`src/ads_pkg.sv`:
```
`default_nettype none

package ads_pkg;

	// ==================================================
	// host request types
	// ==================================================
	typedef enum logic [1:0] {
		ADS_OP_SYSCMD = 2'd0, // one opcode byte or a pin action
		ADS_OP_WREG   = 2'd1, // write one register
		ADS_OP_RREG   = 2'd2  // read one register
	} ads_op_e;

	typedef logic [7:0] ads_byte_t;     // one spi byte
	typedef logic [4:0] ads_reg_addr_t; // rrrrr field of the first opcode byte

	// ==================================================
	// opcodes
	// ==================================================
	localparam ads_byte_t CMD_RESET = 8'h06; // pulses the reset pin
	localparam ads_byte_t CMD_START = 8'h08; // start pin high
	localparam ads_byte_t CMD_STOP  = 8'h0A; // start pin low

	// register access, first byte is {prefix, addr}
	localparam logic [2:0] OP_RREG_PREFIX = 3'b001;
	localparam logic [2:0] OP_WREG_PREFIX = 3'b010;
	localparam ads_byte_t  OP_REG_COUNT   = 8'h00; // n-1 with n = 1

	// ==================================================
	// timing
	// ==================================================
	localparam integer CLKS_PER_HALF_BIT  = 4;  // sclk = clk / 8
	localparam integer CS_HOLD_CYCLES     = 8;  // csn low after last sclk edge
	localparam integer RESET_PULSE_CYCLES = 16; // resetn low time

	// counter widths and terminal values
	localparam integer HALF_BIT_CNT_W = $clog2(CLKS_PER_HALF_BIT);
	localparam integer CS_HOLD_CNT_W  = $clog2(CS_HOLD_CYCLES);
	localparam integer RESET_CNT_W    = $clog2(RESET_PULSE_CYCLES);
	localparam logic [HALF_BIT_CNT_W-1:0] HALF_BIT_LAST = HALF_BIT_CNT_W'(CLKS_PER_HALF_BIT - 1);
	localparam logic [CS_HOLD_CNT_W-1:0]  CS_HOLD_LAST  = CS_HOLD_CNT_W'(CS_HOLD_CYCLES - 1);
	localparam logic [RESET_CNT_W-1:0]    RESET_LAST    = RESET_CNT_W'(RESET_PULSE_CYCLES - 1);

endpackage

`default_nettype wire
```
`src/ads_controller.sv`:
```
`timescale 1ns/1ps
`default_nettype none

module ads_controller (
	input  wire                            i_CLK,
	input  wire                            i_RSTN,
	// host request
	input  wire                            i_req_valid,
	input  wire ads_pkg::ads_op_e          i_req_op,
	input  wire ads_pkg::ads_byte_t        i_req_cmd,
	input  wire ads_pkg::ads_reg_addr_t    i_req_addr,
	input  wire ads_pkg::ads_byte_t        i_req_wdata,
	output wire                            o_req_ready,
	output wire                            o_busy,
	// read data
	output wire ads_pkg::ads_byte_t        o_rdata,
	output wire                            o_rdata_valid,
	input  wire                            i_rdata_ready,
	// ads1292 pins
	output wire                            o_ads_start,
	output wire                            o_ads_resetn,
	output wire                            o_spi_clk,
	output wire                            o_spi_mosi,
	output wire                            o_spi_csn,
	input  wire                            i_spi_miso
);

	// builder to sequencer
	wire                       byte_valid;
	wire ads_pkg::ads_byte_t   byte_data;
	wire                       byte_last;
	wire                       byte_capture;
	wire                       byte_ready;
	wire                       frame_done;
	// sequencer to shifter
	wire                       tx_valid;
	wire ads_pkg::ads_byte_t   tx_byte;
	wire                       tx_ready;
	wire ads_pkg::ads_byte_t   rx_byte;
	wire                       rx_done;

	ads_frame_builder ads_frame_builder_inst (
		.i_CLK          (i_CLK),
		.i_RSTN         (i_RSTN),
		.i_req_valid    (i_req_valid),
		.i_req_op       (i_req_op),
		.i_req_cmd      (i_req_cmd),
		.i_req_addr     (i_req_addr),
		.i_req_wdata    (i_req_wdata),
		.o_req_ready    (o_req_ready),
		.o_busy         (o_busy),
		.o_ads_start    (o_ads_start),
		.o_ads_resetn   (o_ads_resetn),
		.o_byte_valid   (byte_valid),
		.o_byte_data    (byte_data),
		.o_byte_last    (byte_last),
		.o_byte_capture (byte_capture),
		.i_byte_ready   (byte_ready),
		.i_frame_done   (frame_done)
	);

	ads_cs_sequencer ads_cs_sequencer_inst (
		.i_CLK          (i_CLK),
		.i_RSTN         (i_RSTN),
		.i_byte_valid   (byte_valid),
		.i_byte_data    (byte_data),
		.i_byte_last    (byte_last),
		.i_byte_capture (byte_capture),
		.o_byte_ready   (byte_ready),
		.o_frame_done   (frame_done),
		.o_tx_valid     (tx_valid),
		.o_tx_byte      (tx_byte),
		.i_tx_ready     (tx_ready),
		.i_rx_byte      (rx_byte),
		.i_rx_done      (rx_done),
		.o_spi_csn      (o_spi_csn),
		.o_rdata        (o_rdata),
		.o_rdata_valid  (o_rdata_valid),
		.i_rdata_ready  (i_rdata_ready)
	);

	ads_spi_shifter ads_spi_shifter_inst (
		.i_CLK      (i_CLK),
		.i_RSTN     (i_RSTN),
		.i_tx_valid (tx_valid),
		.i_tx_byte  (tx_byte),
		.o_tx_ready (tx_ready),
		.o_rx_byte  (rx_byte),
		.o_rx_done  (rx_done),
		.o_spi_clk  (o_spi_clk),
		.o_spi_mosi (o_spi_mosi),
		.i_spi_miso (i_spi_miso)
	);

endmodule

`default_nettype wire

```
`src/ads_spi_shifter.sv`:
```
`timescale 1ns/1ps
`default_nettype none

// spi master, mode 1
// sclk idles low, launch on rising edge, sample on falling edge, msb first
module ads_spi_shifter (
	input  wire                        i_CLK,
	input  wire                        i_RSTN,
	// byte in
	input  wire                        i_tx_valid,
	input  wire ads_pkg::ads_byte_t    i_tx_byte,
	output logic                       o_tx_ready, // idle only
	// byte out
	output ads_pkg::ads_byte_t         o_rx_byte,
	output logic                       o_rx_done,  // one cycle with o_rx_byte
	// spi pins
	output logic                       o_spi_clk,
	output logic                       o_spi_mosi,
	input  wire                        i_spi_miso
);

	logic                                  r_busy;
	logic [ads_pkg::HALF_BIT_CNT_W-1:0]    r_half_cnt; // clocks within a half bit
	logic [4:0]                            r_edge_cnt; // sclk edges left, 16 per byte
	ads_pkg::ads_byte_t                    r_tx_shift;
	ads_pkg::ads_byte_t                    r_rx_shift;
	logic                                  w_tick;     // sclk edge this cycle
	logic                                  w_start;

	assign o_tx_ready = ~r_busy;
	assign w_start    = o_tx_ready & i_tx_valid;
	assign w_tick     = r_busy & (r_half_cnt == ads_pkg::HALF_BIT_LAST);

	// ==================================================
	// clock generation and control
	// ==================================================
	always_ff @(posedge i_CLK or negedge i_RSTN) begin
		if (!i_RSTN) begin
			r_busy     <= 1'b0;
			r_half_cnt <= '0;
			r_edge_cnt <= '0;
			o_spi_clk  <= 1'b0; // cpol 0
			o_spi_mosi <= 1'b0;
			o_rx_done  <= 1'b0;
		end else begin
			o_rx_done <= 1'b0;
			if (!r_busy) begin
				if (i_tx_valid) begin
					r_busy     <= 1'b1;
					r_half_cnt <= '0;
					r_edge_cnt <= 5'd16;
				end
			end else if (w_tick) begin
				r_half_cnt <= '0;
				o_spi_clk  <= ~o_spi_clk;
				r_edge_cnt <= r_edge_cnt - 1'b1;
				if (!o_spi_clk) begin
					o_spi_mosi <= r_tx_shift[7]; // rising edge, launch
				end else if (r_edge_cnt == 5'd1) begin
					// last falling edge, byte complete
					r_busy     <= 1'b0;
					o_rx_done  <= 1'b1;
					o_spi_mosi <= 1'b0;
				end
			end else begin
				r_half_cnt <= r_half_cnt + 1'b1;
			end
		end
	end

	// ==================================================
	// shift registers
	// ==================================================
	always_ff @(posedge i_CLK) begin
		if (w_start) begin
			r_tx_shift <= i_tx_byte;
		end else if (w_tick & ~o_spi_clk) begin
			r_tx_shift <= {r_tx_shift[6:0], 1'b0}; // next bit up
		end
		if (w_tick & o_spi_clk) begin
			// falling edge, sample miso
			r_rx_shift <= {r_rx_shift[6:0], i_spi_miso};
			if (r_edge_cnt == 5'd1) o_rx_byte <= {r_rx_shift[6:0], i_spi_miso};
		end
	end

endmodule

`default_nettype wire

```
`src/ads_cs_sequencer.sv`:
```
`timescale 1ns/1ps
`default_nettype none

module ads_cs_sequencer (
	input  wire                        i_CLK,
	input  wire                        i_RSTN,
	// byte stream from the frame builder
	input  wire                        i_byte_valid,
	input  wire ads_pkg::ads_byte_t    i_byte_data,
	input  wire                        i_byte_last,
	input  wire                        i_byte_capture,
	output logic                       o_byte_ready,
	output logic                       o_frame_done, // one cycle, csn already high
	// shifter side
	output logic                       o_tx_valid,
	output ads_pkg::ads_byte_t         o_tx_byte,
	input  wire                        i_tx_ready,
	input  wire ads_pkg::ads_byte_t    i_rx_byte,
	input  wire                        i_rx_done,
	output logic                       o_spi_csn,
	// read data to host
	output ads_pkg::ads_byte_t         o_rdata,
	output logic                       o_rdata_valid,
	input  wire                        i_rdata_ready
);

	typedef enum logic [1:0] {
		ST_IDLE,   // csn high
		ST_SELECT, // csn low, between bytes
		ST_XFER,   // byte on the wire
		ST_HOLD    // csn hold after last edge
	} state_e;

	state_e                              r_state;
	logic                                r_last;    // byte in flight ends the frame
	logic                                r_capture; // byte in flight goes to the host
	logic [ads_pkg::CS_HOLD_CNT_W-1:0]   r_hold_cnt;
	logic                                w_byte_fire;
	logic                                w_capture_fire;

	// no new byte while read data is still pending
	assign o_byte_ready   = ((r_state == ST_IDLE) | (r_state == ST_SELECT)) & ~o_rdata_valid;
	assign w_byte_fire    = i_byte_valid & o_byte_ready;
	assign w_capture_fire = i_rx_done & r_capture & (r_state == ST_XFER);

	always_ff @(posedge i_CLK) begin
		if (w_byte_fire) o_tx_byte <= i_byte_data;
	end

	// ==================================================
	// chip select fsm
	// ==================================================
	always_ff @(posedge i_CLK or negedge i_RSTN) begin
		if (!i_RSTN) begin
			r_state      <= ST_IDLE;
			r_last       <= 1'b0;
			r_capture    <= 1'b0;
			r_hold_cnt   <= '0;
			o_spi_csn    <= 1'b1;
			o_tx_valid   <= 1'b0;
			o_frame_done <= 1'b0;
		end else begin
			o_frame_done <= 1'b0;
			if (o_tx_valid & i_tx_ready) o_tx_valid <= 1'b0; // shifter took it
			case (r_state)
				ST_IDLE, ST_SELECT: begin
					if (w_byte_fire) begin
						o_spi_csn  <= 1'b0; // low from the next cycle on
						o_tx_valid <= 1'b1;
						r_last     <= i_byte_last;
						r_capture  <= i_byte_capture;
						r_state    <= ST_XFER;
					end
				end
				ST_XFER: begin
					if (i_rx_done) begin
						r_hold_cnt <= '0;
						r_state    <= r_last ? ST_HOLD : ST_SELECT;
					end
				end
				ST_HOLD: begin
					if (r_hold_cnt == ads_pkg::CS_HOLD_LAST) begin
						o_spi_csn    <= 1'b1;
						o_frame_done <= 1'b1;
						r_state      <= ST_IDLE;
					end else begin
						r_hold_cnt <= r_hold_cnt + 1'b1;
					end
				end
				default: r_state <= ST_IDLE;
			endcase
		end
	end

	// ==================================================
	// read-back register
	// ==================================================
	always_ff @(posedge i_CLK) begin
		if (w_capture_fire) o_rdata <= i_rx_byte;
	end

	always_ff @(posedge i_CLK or negedge i_RSTN) begin
		if (!i_RSTN) begin
			o_rdata_valid <= 1'b0;
		end else if (w_capture_fire) begin
			o_rdata_valid <= 1'b1;
		end else if (o_rdata_valid & i_rdata_ready) begin
			o_rdata_valid <= 1'b0; // host took it
		end
	end

endmodule

`default_nettype wire

```
`src/ads_frame_builder.sv`:
```
`timescale 1ns/1ps
`default_nettype none

module ads_frame_builder (
	input  wire                            i_CLK,
	input  wire                            i_RSTN,
	// host request
	input  wire                            i_req_valid,
	input  wire ads_pkg::ads_op_e          i_req_op,
	input  wire ads_pkg::ads_byte_t        i_req_cmd,
	input  wire ads_pkg::ads_reg_addr_t    i_req_addr,
	input  wire ads_pkg::ads_byte_t        i_req_wdata,
	output logic                           o_req_ready,
	output logic                           o_busy,
	// chip pins
	output logic                           o_ads_start,
	output logic                           o_ads_resetn, // active low
	// byte stream to the cs sequencer
	output logic                           o_byte_valid,
	output ads_pkg::ads_byte_t             o_byte_data,
	output logic                           o_byte_last,    // closes the frame
	output logic                           o_byte_capture, // keep the miso byte
	input  wire                            i_byte_ready,
	input  wire                            i_frame_done    // csn back high
);

	typedef enum logic [2:0] {
		ST_IDLE,      // waiting for a request
		ST_PIN,       // pin action, reset pulse or single busy cycle
		ST_EMIT0,     // opcode or {prefix, addr}
		ST_EMIT1,     // register count
		ST_EMIT2,     // write data or dummy
		ST_WAIT_DONE  // frame in flight
	} state_e;

	state_e                                r_state;
	ads_pkg::ads_op_e                      r_op;
	ads_pkg::ads_byte_t                    r_cmd;
	ads_pkg::ads_byte_t                    r_wdata;
	ads_pkg::ads_reg_addr_t                r_addr;
	logic [ads_pkg::RESET_CNT_W-1:0]       r_pin_cnt;
	logic                                  w_req_fire;
	logic                                  w_byte_fire;

	assign o_req_ready = ~o_busy;
	assign w_req_fire  = i_req_valid & o_req_ready;
	assign w_byte_fire = o_byte_valid & i_byte_ready;

	// request fields
	always_ff @(posedge i_CLK) begin
		if (w_req_fire) begin
			r_cmd   <= i_req_cmd;
			r_addr  <= i_req_addr;
			r_wdata <= i_req_wdata;
		end
	end

	// ==================================================
	// request fsm
	// ==================================================
	always_ff @(posedge i_CLK or negedge i_RSTN) begin
		if (!i_RSTN) begin
			r_state      <= ST_IDLE;
			r_op         <= ads_pkg::ADS_OP_SYSCMD;
			r_pin_cnt    <= '0;
			o_busy       <= 1'b0;
			o_ads_start  <= 1'b0;
			o_ads_resetn <= 1'b1; // chip out of reset
		end else begin
			case (r_state)
				ST_IDLE: begin
					if (w_req_fire) begin
						o_busy    <= 1'b1;
						r_op      <= i_req_op;
						r_pin_cnt <= '0;
						r_state   <= ST_EMIT0; // spi unless a pin opcode
						if (i_req_op == ads_pkg::ADS_OP_SYSCMD) begin
							if (i_req_cmd == ads_pkg::CMD_START) begin
								o_ads_start <= 1'b1;
								r_pin_cnt   <= ads_pkg::RESET_LAST; // one busy cycle
								r_state     <= ST_PIN;
							end else if (i_req_cmd == ads_pkg::CMD_STOP) begin
								o_ads_start <= 1'b0;
								r_pin_cnt   <= ads_pkg::RESET_LAST;
								r_state     <= ST_PIN;
							end else if (i_req_cmd == ads_pkg::CMD_RESET) begin
								o_ads_resetn <= 1'b0; // full pulse length
								r_state      <= ST_PIN;
							end
						end
					end
				end
				ST_PIN: begin
					if (r_pin_cnt == ads_pkg::RESET_LAST) begin
						o_ads_resetn <= 1'b1;
						o_busy       <= 1'b0;
						r_state      <= ST_IDLE;
					end else begin
						r_pin_cnt <= r_pin_cnt + 1'b1;
					end
				end
				ST_EMIT0: begin
					if (w_byte_fire) begin
						// a plain opcode is a one byte frame
						r_state <= (r_op == ads_pkg::ADS_OP_SYSCMD) ? ST_WAIT_DONE : ST_EMIT1;
					end
				end
				ST_EMIT1: if (w_byte_fire) r_state <= ST_EMIT2;
				ST_EMIT2: if (w_byte_fire) r_state <= ST_WAIT_DONE;
				ST_WAIT_DONE: begin
					if (i_frame_done) begin
						o_busy  <= 1'b0; // falls one cycle after frame_done
						r_state <= ST_IDLE;
					end
				end
				default: r_state <= ST_IDLE;
			endcase
		end
	end

	// byte stream, straight from state and latched request
	always_comb begin
		o_byte_valid   = 1'b0;
		o_byte_data    = 8'h00;
		o_byte_last    = 1'b0;
		o_byte_capture = 1'b0;
		case (r_state)
			ST_EMIT0: begin
				o_byte_valid = 1'b1;
				case (r_op)
					ads_pkg::ADS_OP_WREG: o_byte_data = {ads_pkg::OP_WREG_PREFIX, r_addr};
					ads_pkg::ADS_OP_RREG: o_byte_data = {ads_pkg::OP_RREG_PREFIX, r_addr};
					default: begin
						o_byte_data = r_cmd;
						o_byte_last = 1'b1;
					end
				endcase
			end
			ST_EMIT1: begin
				o_byte_valid = 1'b1;
				o_byte_data  = ads_pkg::OP_REG_COUNT;
			end
			ST_EMIT2: begin
				o_byte_valid   = 1'b1;
				o_byte_last    = 1'b1;
				o_byte_data    = (r_op == ads_pkg::ADS_OP_WREG) ? r_wdata : 8'h00; // dummy on read
				o_byte_capture = (r_op == ads_pkg::ADS_OP_RREG);
			end
			default: ;
		endcase
	end

endmodule

`default_nettype wire

```
`config.mk`:
```
export PLATFORM = sky130hd
export DESIGN_NAME = ads_controller
export DESIGN_NICKNAME = d
export VERILOG_FILES = /design/src/ads_pkg.sv /design/src/ads_controller.sv /design/src/ads_spi_shifter.sv /design/src/ads_cs_sequencer.sv /design/src/ads_frame_builder.sv
export SDC_FILE = /design/constraint.sdc
export NUM_CORES = 1
export LEC_CHECK = 0
export BUFFER_PORTS_ARGS = -buffer_cell sky130_fd_sc_hd__buf_2
export CAP_MARGIN = 20
export CELL_PAD_IN_SITES_DETAIL_PLACEMENT = 0
export CELL_PAD_IN_SITES_GLOBAL_PLACEMENT = 1
export CORE_UTILIZATION = 47
export CTS_CLUSTER_DIAMETER = 80
export DETAILED_ROUTE_END_ITERATION = 10
export PLACE_DENSITY_LB_ADDON = 0.3
export SYNTH_ARGS = -nofsm -noshare
export SYNTH_HDL_FRONTEND = slang
export SYNTH_SLANG_ARGS = --single-unit
```
`constraint.sdc`:
```
create_clock -name i_CLK -period 2.4 [get_ports i_CLK]
set_clock_uncertainty 0.15 [all_clocks]
set_input_delay 0 -clock i_CLK [delete_from_list [all_inputs] [get_ports i_CLK]]
set_output_delay 0 -clock i_CLK [all_outputs]
set_load 0.01 [all_outputs]
```
==> results.cfg, run 1 <==
[power_and_ir_drop]
switchingPower_w = 0.000637
seq_power_share = 0.612
ir_worst_vdd_mv = 0.344
switching_share = 0.227
clkPwrFrac = 0.360
power_density_mw_per_mm2 = 591
p_int_w = 0.00216
pwr-share-comb = 0.028
leakage_nw = 1.97

[finish]
final_common_cell = edfxtp_1
utilization = 0.604
n_fill_cell = 643
antenna_cells = 0
syn2layout_area_growth_pct = 21.9
layout_common_cells = 60 x edfxtp_1, 43 x buf_2, 35 x nand2_1, 31 x dfrtp_1, 28 x dlygate4sd3_1
multiInputGateArea_mm2 = 0.00115
final_nets = 413
seq_area_mm2 = 0.00266
drive_gt1_frac = 0.220

[worst_setup_path]
cp.arrival_ns = 2.46
path_class = in2reg
required_ns = 2.50
startpoint_type = primary input
endpoint_kind = flop
r2r_start = ads_frame_builder_inst.r_state[0]
critPathMaxFanout = 3
crit_path_start = i_req_cmd[5]

[synth]
synth_cell_types = 53
synth_top_family_by_area = simple AND/OR/NAND/NOR gates
syn_area_per_cell_um2 = 13.0
synth-xor-area-share = 0.00451
synth-compound-area-share = 0.119
netlist_area_mm2 = 0.00389
synth-simple-area-share = 0.119
ys_warn_count = 0
synth_edf_count = 60
synth_adder_area_share = 0.0290
yosys_most_used_dff = edfxtp_1
synth_nets = 335
syn_inst = 298
ys_ff_latch = 94
muxShareOfSynthArea = 0.0171
ys_seq_area_frac = 0.683
synthArstFlopShare = 0.362

[cts]
root_buffer = clkbuf_8
cts_tree = yes
clock_latency_ns = 0.36
clock_path_buffers = 2
htreeDepth = 3
post-cts-setup-buffer-count = 0
numCtsBuffers = 9
cts.sinks = 94
clk_transition_reported_paths_ns = 0.10

[die]
rows = 32
die_y_um = 92.9
core-area_mm2 = 0.00785
start_util = 0.495
io_pins = 44
die_area_mm2 = 0.00864
die_w_um = 92.9

[timing]
fin_crit_sh = 0.985
slew_violations = 0
min_period_ns = 2.36
rsz0062_at_grt = false
worst_slew_pin_slew_ns = 0.771
maxSlewHeadroom = 0.486
hold_viol_final = 0
finalSetupViolCount = 0
fin_tns_setup_ns = 0
hold_slack_ns = 0.0943
timing.fmax_mhz = 423

[place]
portBuffers = 43
gp_congestion = 0.786
dp_hpwl_um = 4690

[detailed_routing]
wl_um = 7410
drt-initial-drc-count = 111
wl_per_cell_um = 15.3
drc = 0
ant_nets = 0
drt_pass1_iterations = 4
num_vias = 2591
via_per_inst = 5.36

[global_routing]
grt_use_met2 = 0.311
antenna_found_initial = 0
grt_max_degree = 35
grt_pass1_wl_um = 12100
top_usage_layer = met2
grtUsageMet1 = 0.232
grt_pass1_vias = 2570
met3_usage = 0.0353
grt_usage = 0.186
grt-ovfl-total = 0

[flow_run]
cap_violations = 0

[outcome]
status = complete, no violations

[worst_hold_path]
hp-class = in2async
-- power by group through the flow --
stage	logic, W	clock network (W)	registers, W
after global placement	0.0000419	0	0.00175
after floorplan	0.00000432	0	0.00175
final	0.0000795	0.00101	0.00171
after global routing	0.0000865	0.00109	0.00171
after detailed placement	0.0000430	0	0.00175
after CTS	0.0000759	0.00103	0.00171
-- state kept, by name, summed over array words and instances, names as in the netlist, 2 cells and up --
| name | count |
|---|---|
| ads_cs_sequencer_inst.o_rdata | 8 |
| ads_frame_builder_inst.r_cmd | 8 |
| ads_frame_builder_inst.r_state | 3 |
| ads_cs_sequencer_inst.r_hold_cnt | 3 |
| ads_spi_shifter_inst.r_tx_shift | 8 |
| ads_spi_shifter_inst.r_edge_cnt | 5 |
| ads_frame_builder_inst.r_pin_cnt | 4 |
| ads_cs_sequencer_inst.o_tx_byte | 8 |
| ads_frame_builder_inst.r_addr | 5 |
| ads_spi_shifter_inst.r_rx_shift | 7 |
| ads_frame_builder_inst.r_op | 2 |
| ads_frame_builder_inst.r_wdata | 8 |
| ads_cs_sequencer_inst.r_state | 2 |
| ads_spi_shifter_inst.o_rx_byte | 8 |
| ads_spi_shifter_inst.r_half_cnt | 2 |
-- timing repair --
action	CTS	global route
gates resized for setup	0	7
hold buffers	28	0
endpoints found under the setup margin	0	1
endpoints found under the hold margin	63	0
-- per-layer routing --
| metal | up-vias | part of all wire |
|---|---|---|
| li1 | 1264 | - |
| met1 | 1236 | 0.44 |
| met2 | 77 | 0.50 |
| met3 | 14 | 0.035 |
| met4 | 0 | 0.022 |
| met5 | - | 0 |
-- Yosys cell counts, types with 2 or more instances --
cell | n | share of area
nand2_1 | 35 | 0.034
dfrtp_1 | 32 | 0.21
o211ai_1 | 3 | 0.0058
nor3_1 | 4 | 0.0052
nor2_1 | 12 | 0.012
a222oi_1 | 5 | 0.013
a21o_1 | 3 | 0.0058
nor2b_1 | 3 | 0.0048
dfstp_2 | 2 | 0.014
mux2_2 | 5 | 0.014
inv_1 | 18 | 0.017
xnor2_1 | 2 | 0.0045
edfxtp_1 | 60 | 0.46
a22o_1 | 8 | 0.018
a21oi_1 | 11 | 0.014
ha_1 | 9 | 0.029
nand3_1 | 10 | 0.013
and3_1 | 3 | 0.0048
o21ai_0 | 20 | 0.026
o31ai_1 | 4 | 0.0077
clkbuf_1 | 10 | 0.0097
nand2b_1 | 6 | 0.0097
a31oi_1 | 3 | 0.0048
-- layout make-up --
type | instances | area share
timing repair buffer | 77 | 0.114
clock inverter | 7 | 0.0137
multi-input combinational | 175 | 0.243
inverter | 19 | 0.0151
sequential | 94 | 0.561
tap | 102 | 0.0269
clock buffer | 9 | 0.0261
-- critical path, stage by stage --
cell and delay (ns):
dlygate4sd3_1 0.54, buf_2 0.14, or4_4 0.55, or2_4 0.30, o31ai_4 0.26, o41ai_2 0.11
dlygate4sd3_1 0.56
-- path summary, 6_finish.rpt --
check | slack, ns | depth (start not counted) | end
worst max-delay path | 0.04 | 7 | ads_frame_builder_inst.o_ads_start
worst min-delay path | 0.09 | 2 | ads_spi_shifter_inst.o_spi_clk
worst max register to register | 0.07 | 5 | ads_frame_builder_inst.o_ads_start
worst min register to register | 0.27 | 0 | ads_spi_shifter_inst.o_rx_byte[7]
max in group asynchronous | 1.48 | 2 | ads_frame_builder_inst.r_state[1]
min in group i_CLK | 0.21 | 2 | ads_frame_builder_inst.r_addr[3]
-- metrics by stage --
stage,setup slack (ns),total power (W),cells,area (um^2)
after floorplan,0.290,0.00175,298,3890
after global placement,0.432,0.00179,439,4240
after detailed placement,0.429,0.00179,439,4240
after CTS,0.0637,0.00282,483,4710
after global routing,0.00961,0.00289,483,4740
final,0.0352,0.00280,483,4740
-- cells by family (layout without fill, tap and decap cells) --
family | Yosys count | after routing
flops | 94 | 94
simple gates | 90 | 90
compound gates | 68 | 68
buf+inv | 29 | 112
fa+ha+maj | 9 | 9
mux | 6 | 6
xor+xnor | 2 | 2
Power figures use the tool's default switching activity.
==> inputs of run 2 (changes only) <==
CORE_UTILIZATION = 50   (was 47)
SYNTH_HIERARCHICAL = 1   (was unset)
clock period = 2.87 ns   (was 2.4 ns; I/O delays follow)
==> results.cfg, run 2 <==
[power_and_ir_drop]
p_int_w = 0.00185
switching_share = 0.229
switchingPower_w = 0.000548
power_density_mw_per_mm2 = 505
pwr-share-comb = 0.032
seq_power_share = 0.613
leakage_nw = 1.94
ir_worst_vdd_mv = 0.336
clkPwrFrac = 0.355

[worst_setup_path]
path_class = in2reg
required_ns = 2.96
crit_path_start = i_req_cmd[4]
endpoint_kind = flop
cp_common_cell = dlygate4sd3_1
r2r_slack_ns = 0.71
cp.arrival_ns = 2.57
startpoint_type = primary input
r2r_start = ads_spi_shifter_inst/r_half_cnt[0]
path_depth = 8
crit_buf_inv = 4
rr_worst_depth = 3
timing.rr.end = ads_spi_shifter_inst/r_tx_shift[5]
crit_chain = dlygate4sd3_1, buf_2, nor4_4, dlygate4sd3_1, nand3_1, dlygate4sd3_1, o21ai_0, o31ai_1
cpLargestDelayFamily = buffers and inverters
critPathMaxFanout = 3
slowest_delay_ns = 0.64
crit_slowest_cell = dlygate4sd3_1

[global_routing]
grt_use_met2 = 0.305
grtUsageMet1 = 0.230
grt_pass1_vias = 2412
grt_pass1_wl_um = 11500
grt_max_degree = 35
grt_usage = 0.182
antenna_found_initial = 0
top_usage_layer = met2
grt-ovfl-total = 0
met3_usage = 0.0343

[synth]
synth_edf_count = 60
synth_nets = 330
syn_inst = 293
synth_top_cell_area_share = 0.455
synth_most_common_cell = edfxtp_1
ys_warn_count = 6
synth_cell_types = 65
yosys_most_used_dff = edfxtp_1
syn_area_per_cell_um2 = 13.5
ys_ff_latch = 94
synth_common_cells = 60 x edfxtp_1, 41 x nand2_1, 32 x dfrtp_1
yosysTopAreaCell = edfxtp_1
netlist_area_mm2 = 0.00396
ys_seq_area_frac = 0.670
synthArstFlopShare = 0.362
synthTopCellsByArea = edfxtp_1 45%, dfrtp_1 20%, nand2_1 3.9%, ha_1 2.8%, nand3_1 1.5%

[detailed_routing]
drt_pass1_iterations = 4
via_per_inst = 5.25
num_vias = 2494
drc = 0
wl_per_cell_um = 14.6
ant_nets = 0
wl_um = 6910
drt-initial-drc-count = 143

[finish]
utilization = 0.616
drive_gt1_frac = 0.223
final_common_cell = edfxtp_1
antenna_cells = 0
syn2layout_area_growth_pct = 19.6
layout_common_cells = 60 x edfxtp_1, 43 x buf_2, 41 x nand2_1, 32 x dfrtp_1, 29 x dlygate4sd3_1
final_nets = 405

[die]
rows = 32
start_util = 0.515
core-area_mm2 = 0.00769
die_y_um = 91.0
die_w_um = 91.0
io_pins = 44
die_area_mm2 = 0.00828

[cts]
postCtsHoldBufs = 29
clk_transition_reported_paths_ns = 0.09
root_buffer = clkbuf_8
cts_resized = 0
clock_path_buffers = 2
htreeDepth = 3
post-cts-setup-buffer-count = 0
cts.sinks = 94
numCtsBuffers = 9
cts_tree = yes
clock_latency_ns = 0.36

[place]
place_ws_ns = 0.718
portBuffers = 43
dp_hpwl_um = 4530
gp_congestion = 0.816

[timing]
slew_violations = 0
timing.fmax_mhz = 403
hold_slack_ns = 0.0950
fin_crit_sh = 0.864
fin_tns_setup_ns = 0
setup_ws_ns = 0.389
min_period_ns = 2.48
worst_slew_pin_slew_ns = 1.01
finalSetupViolCount = 0
rsz0062_at_grt = false
maxSlewHeadroom = 0.318
hold_viol_final = 0

[worst_hold_path]
hp-class = in2async

[outcome]
status = complete, no violations

[flow_run]
cap_violations = 0
run 2: cell types whose count changed after synthesis, sizes merged, moves of 4 or more:
cell / change
nor2b: +5
buf: +8
a22oi: +5
a222oi: -5
clkbuf: -8
nand2: +8
a22o: -5
and2: +4
a21oi: -9
o21ai: -8
run 2: stage by stage:
stage                     instances  total power, W  area, um^2
final                           475         0.00239        4740
after global routing            475         0.00247        4740
after CTS                       475         0.00241        4740
after detailed placement        430         0.00154        4250
after global placement          430         0.00154        4250
after floorplan                 293         0.00150        3960
run 2: layout make-up:
cell class | instances | area (um^2)
Multi-Input combinational cell | 173 | 1170
Clock buffer | 9 | 124
Tap cell | 102 | 128
Clock inverter | 7 | 77.6
Timing Repair Buffer | 74 | 520
Inverter | 16 | 61.3
Fill cell | 590 | 2950
Sequential cell | 94 | 2660
run 2: cells by family (layout without fill, tap and decap cells):
logic type	count (synthesis)	count (layout)	share of synthesized area
multiplexers	7	7	0.0221
adder cells (fa/ha/maj)	9	9	0.0284
AND/OR/NAND/NOR	103	103	0.144
XOR/XNOR	1	1	0.00221
buffers and inverters	26	106	0.0347
flip-flops	94	94	0.670
AO/OA/AOI/OAI	53	53	0.0979
run 2: worst max path at each step:
stage,endpoint
2_1_floorplan,ads_frame_builder_inst/r_addr[0]
3_3_place_gp,ads_spi_shifter_inst/r_tx_shift[2]
3_5_place_dp,ads_spi_shifter_inst/r_tx_shift[3]
4_1_cts,ads_frame_builder_inst/o_ads_start
5_1_grt,ads_frame_builder_inst/o_ads_start
6_report,ads_frame_builder_inst/o_ads_start
run 2: layer usage:
metal,vias to the layer above,share of wire
met5,-,0
met4,0,0.022
met3,12,0.038
met2,69,0.48
met1,1179,0.46
li1,1234,-
run 2: power by group through the flow:
stage / Sequential, W / Clock (W) / Combinational, W
detailed placement: 0.00150 / 0 / 0.0000482
global placement: 0.00149 / 0 / 0.0000476
finish: 0.00147 / 0.000850 / 0.0000772
floorplan: 0.00149 / 0 / 0.0000114
global route: 0.00147 / 0.000916 / 0.0000843
CTS: 0.00147 / 0.000870 / 0.0000763
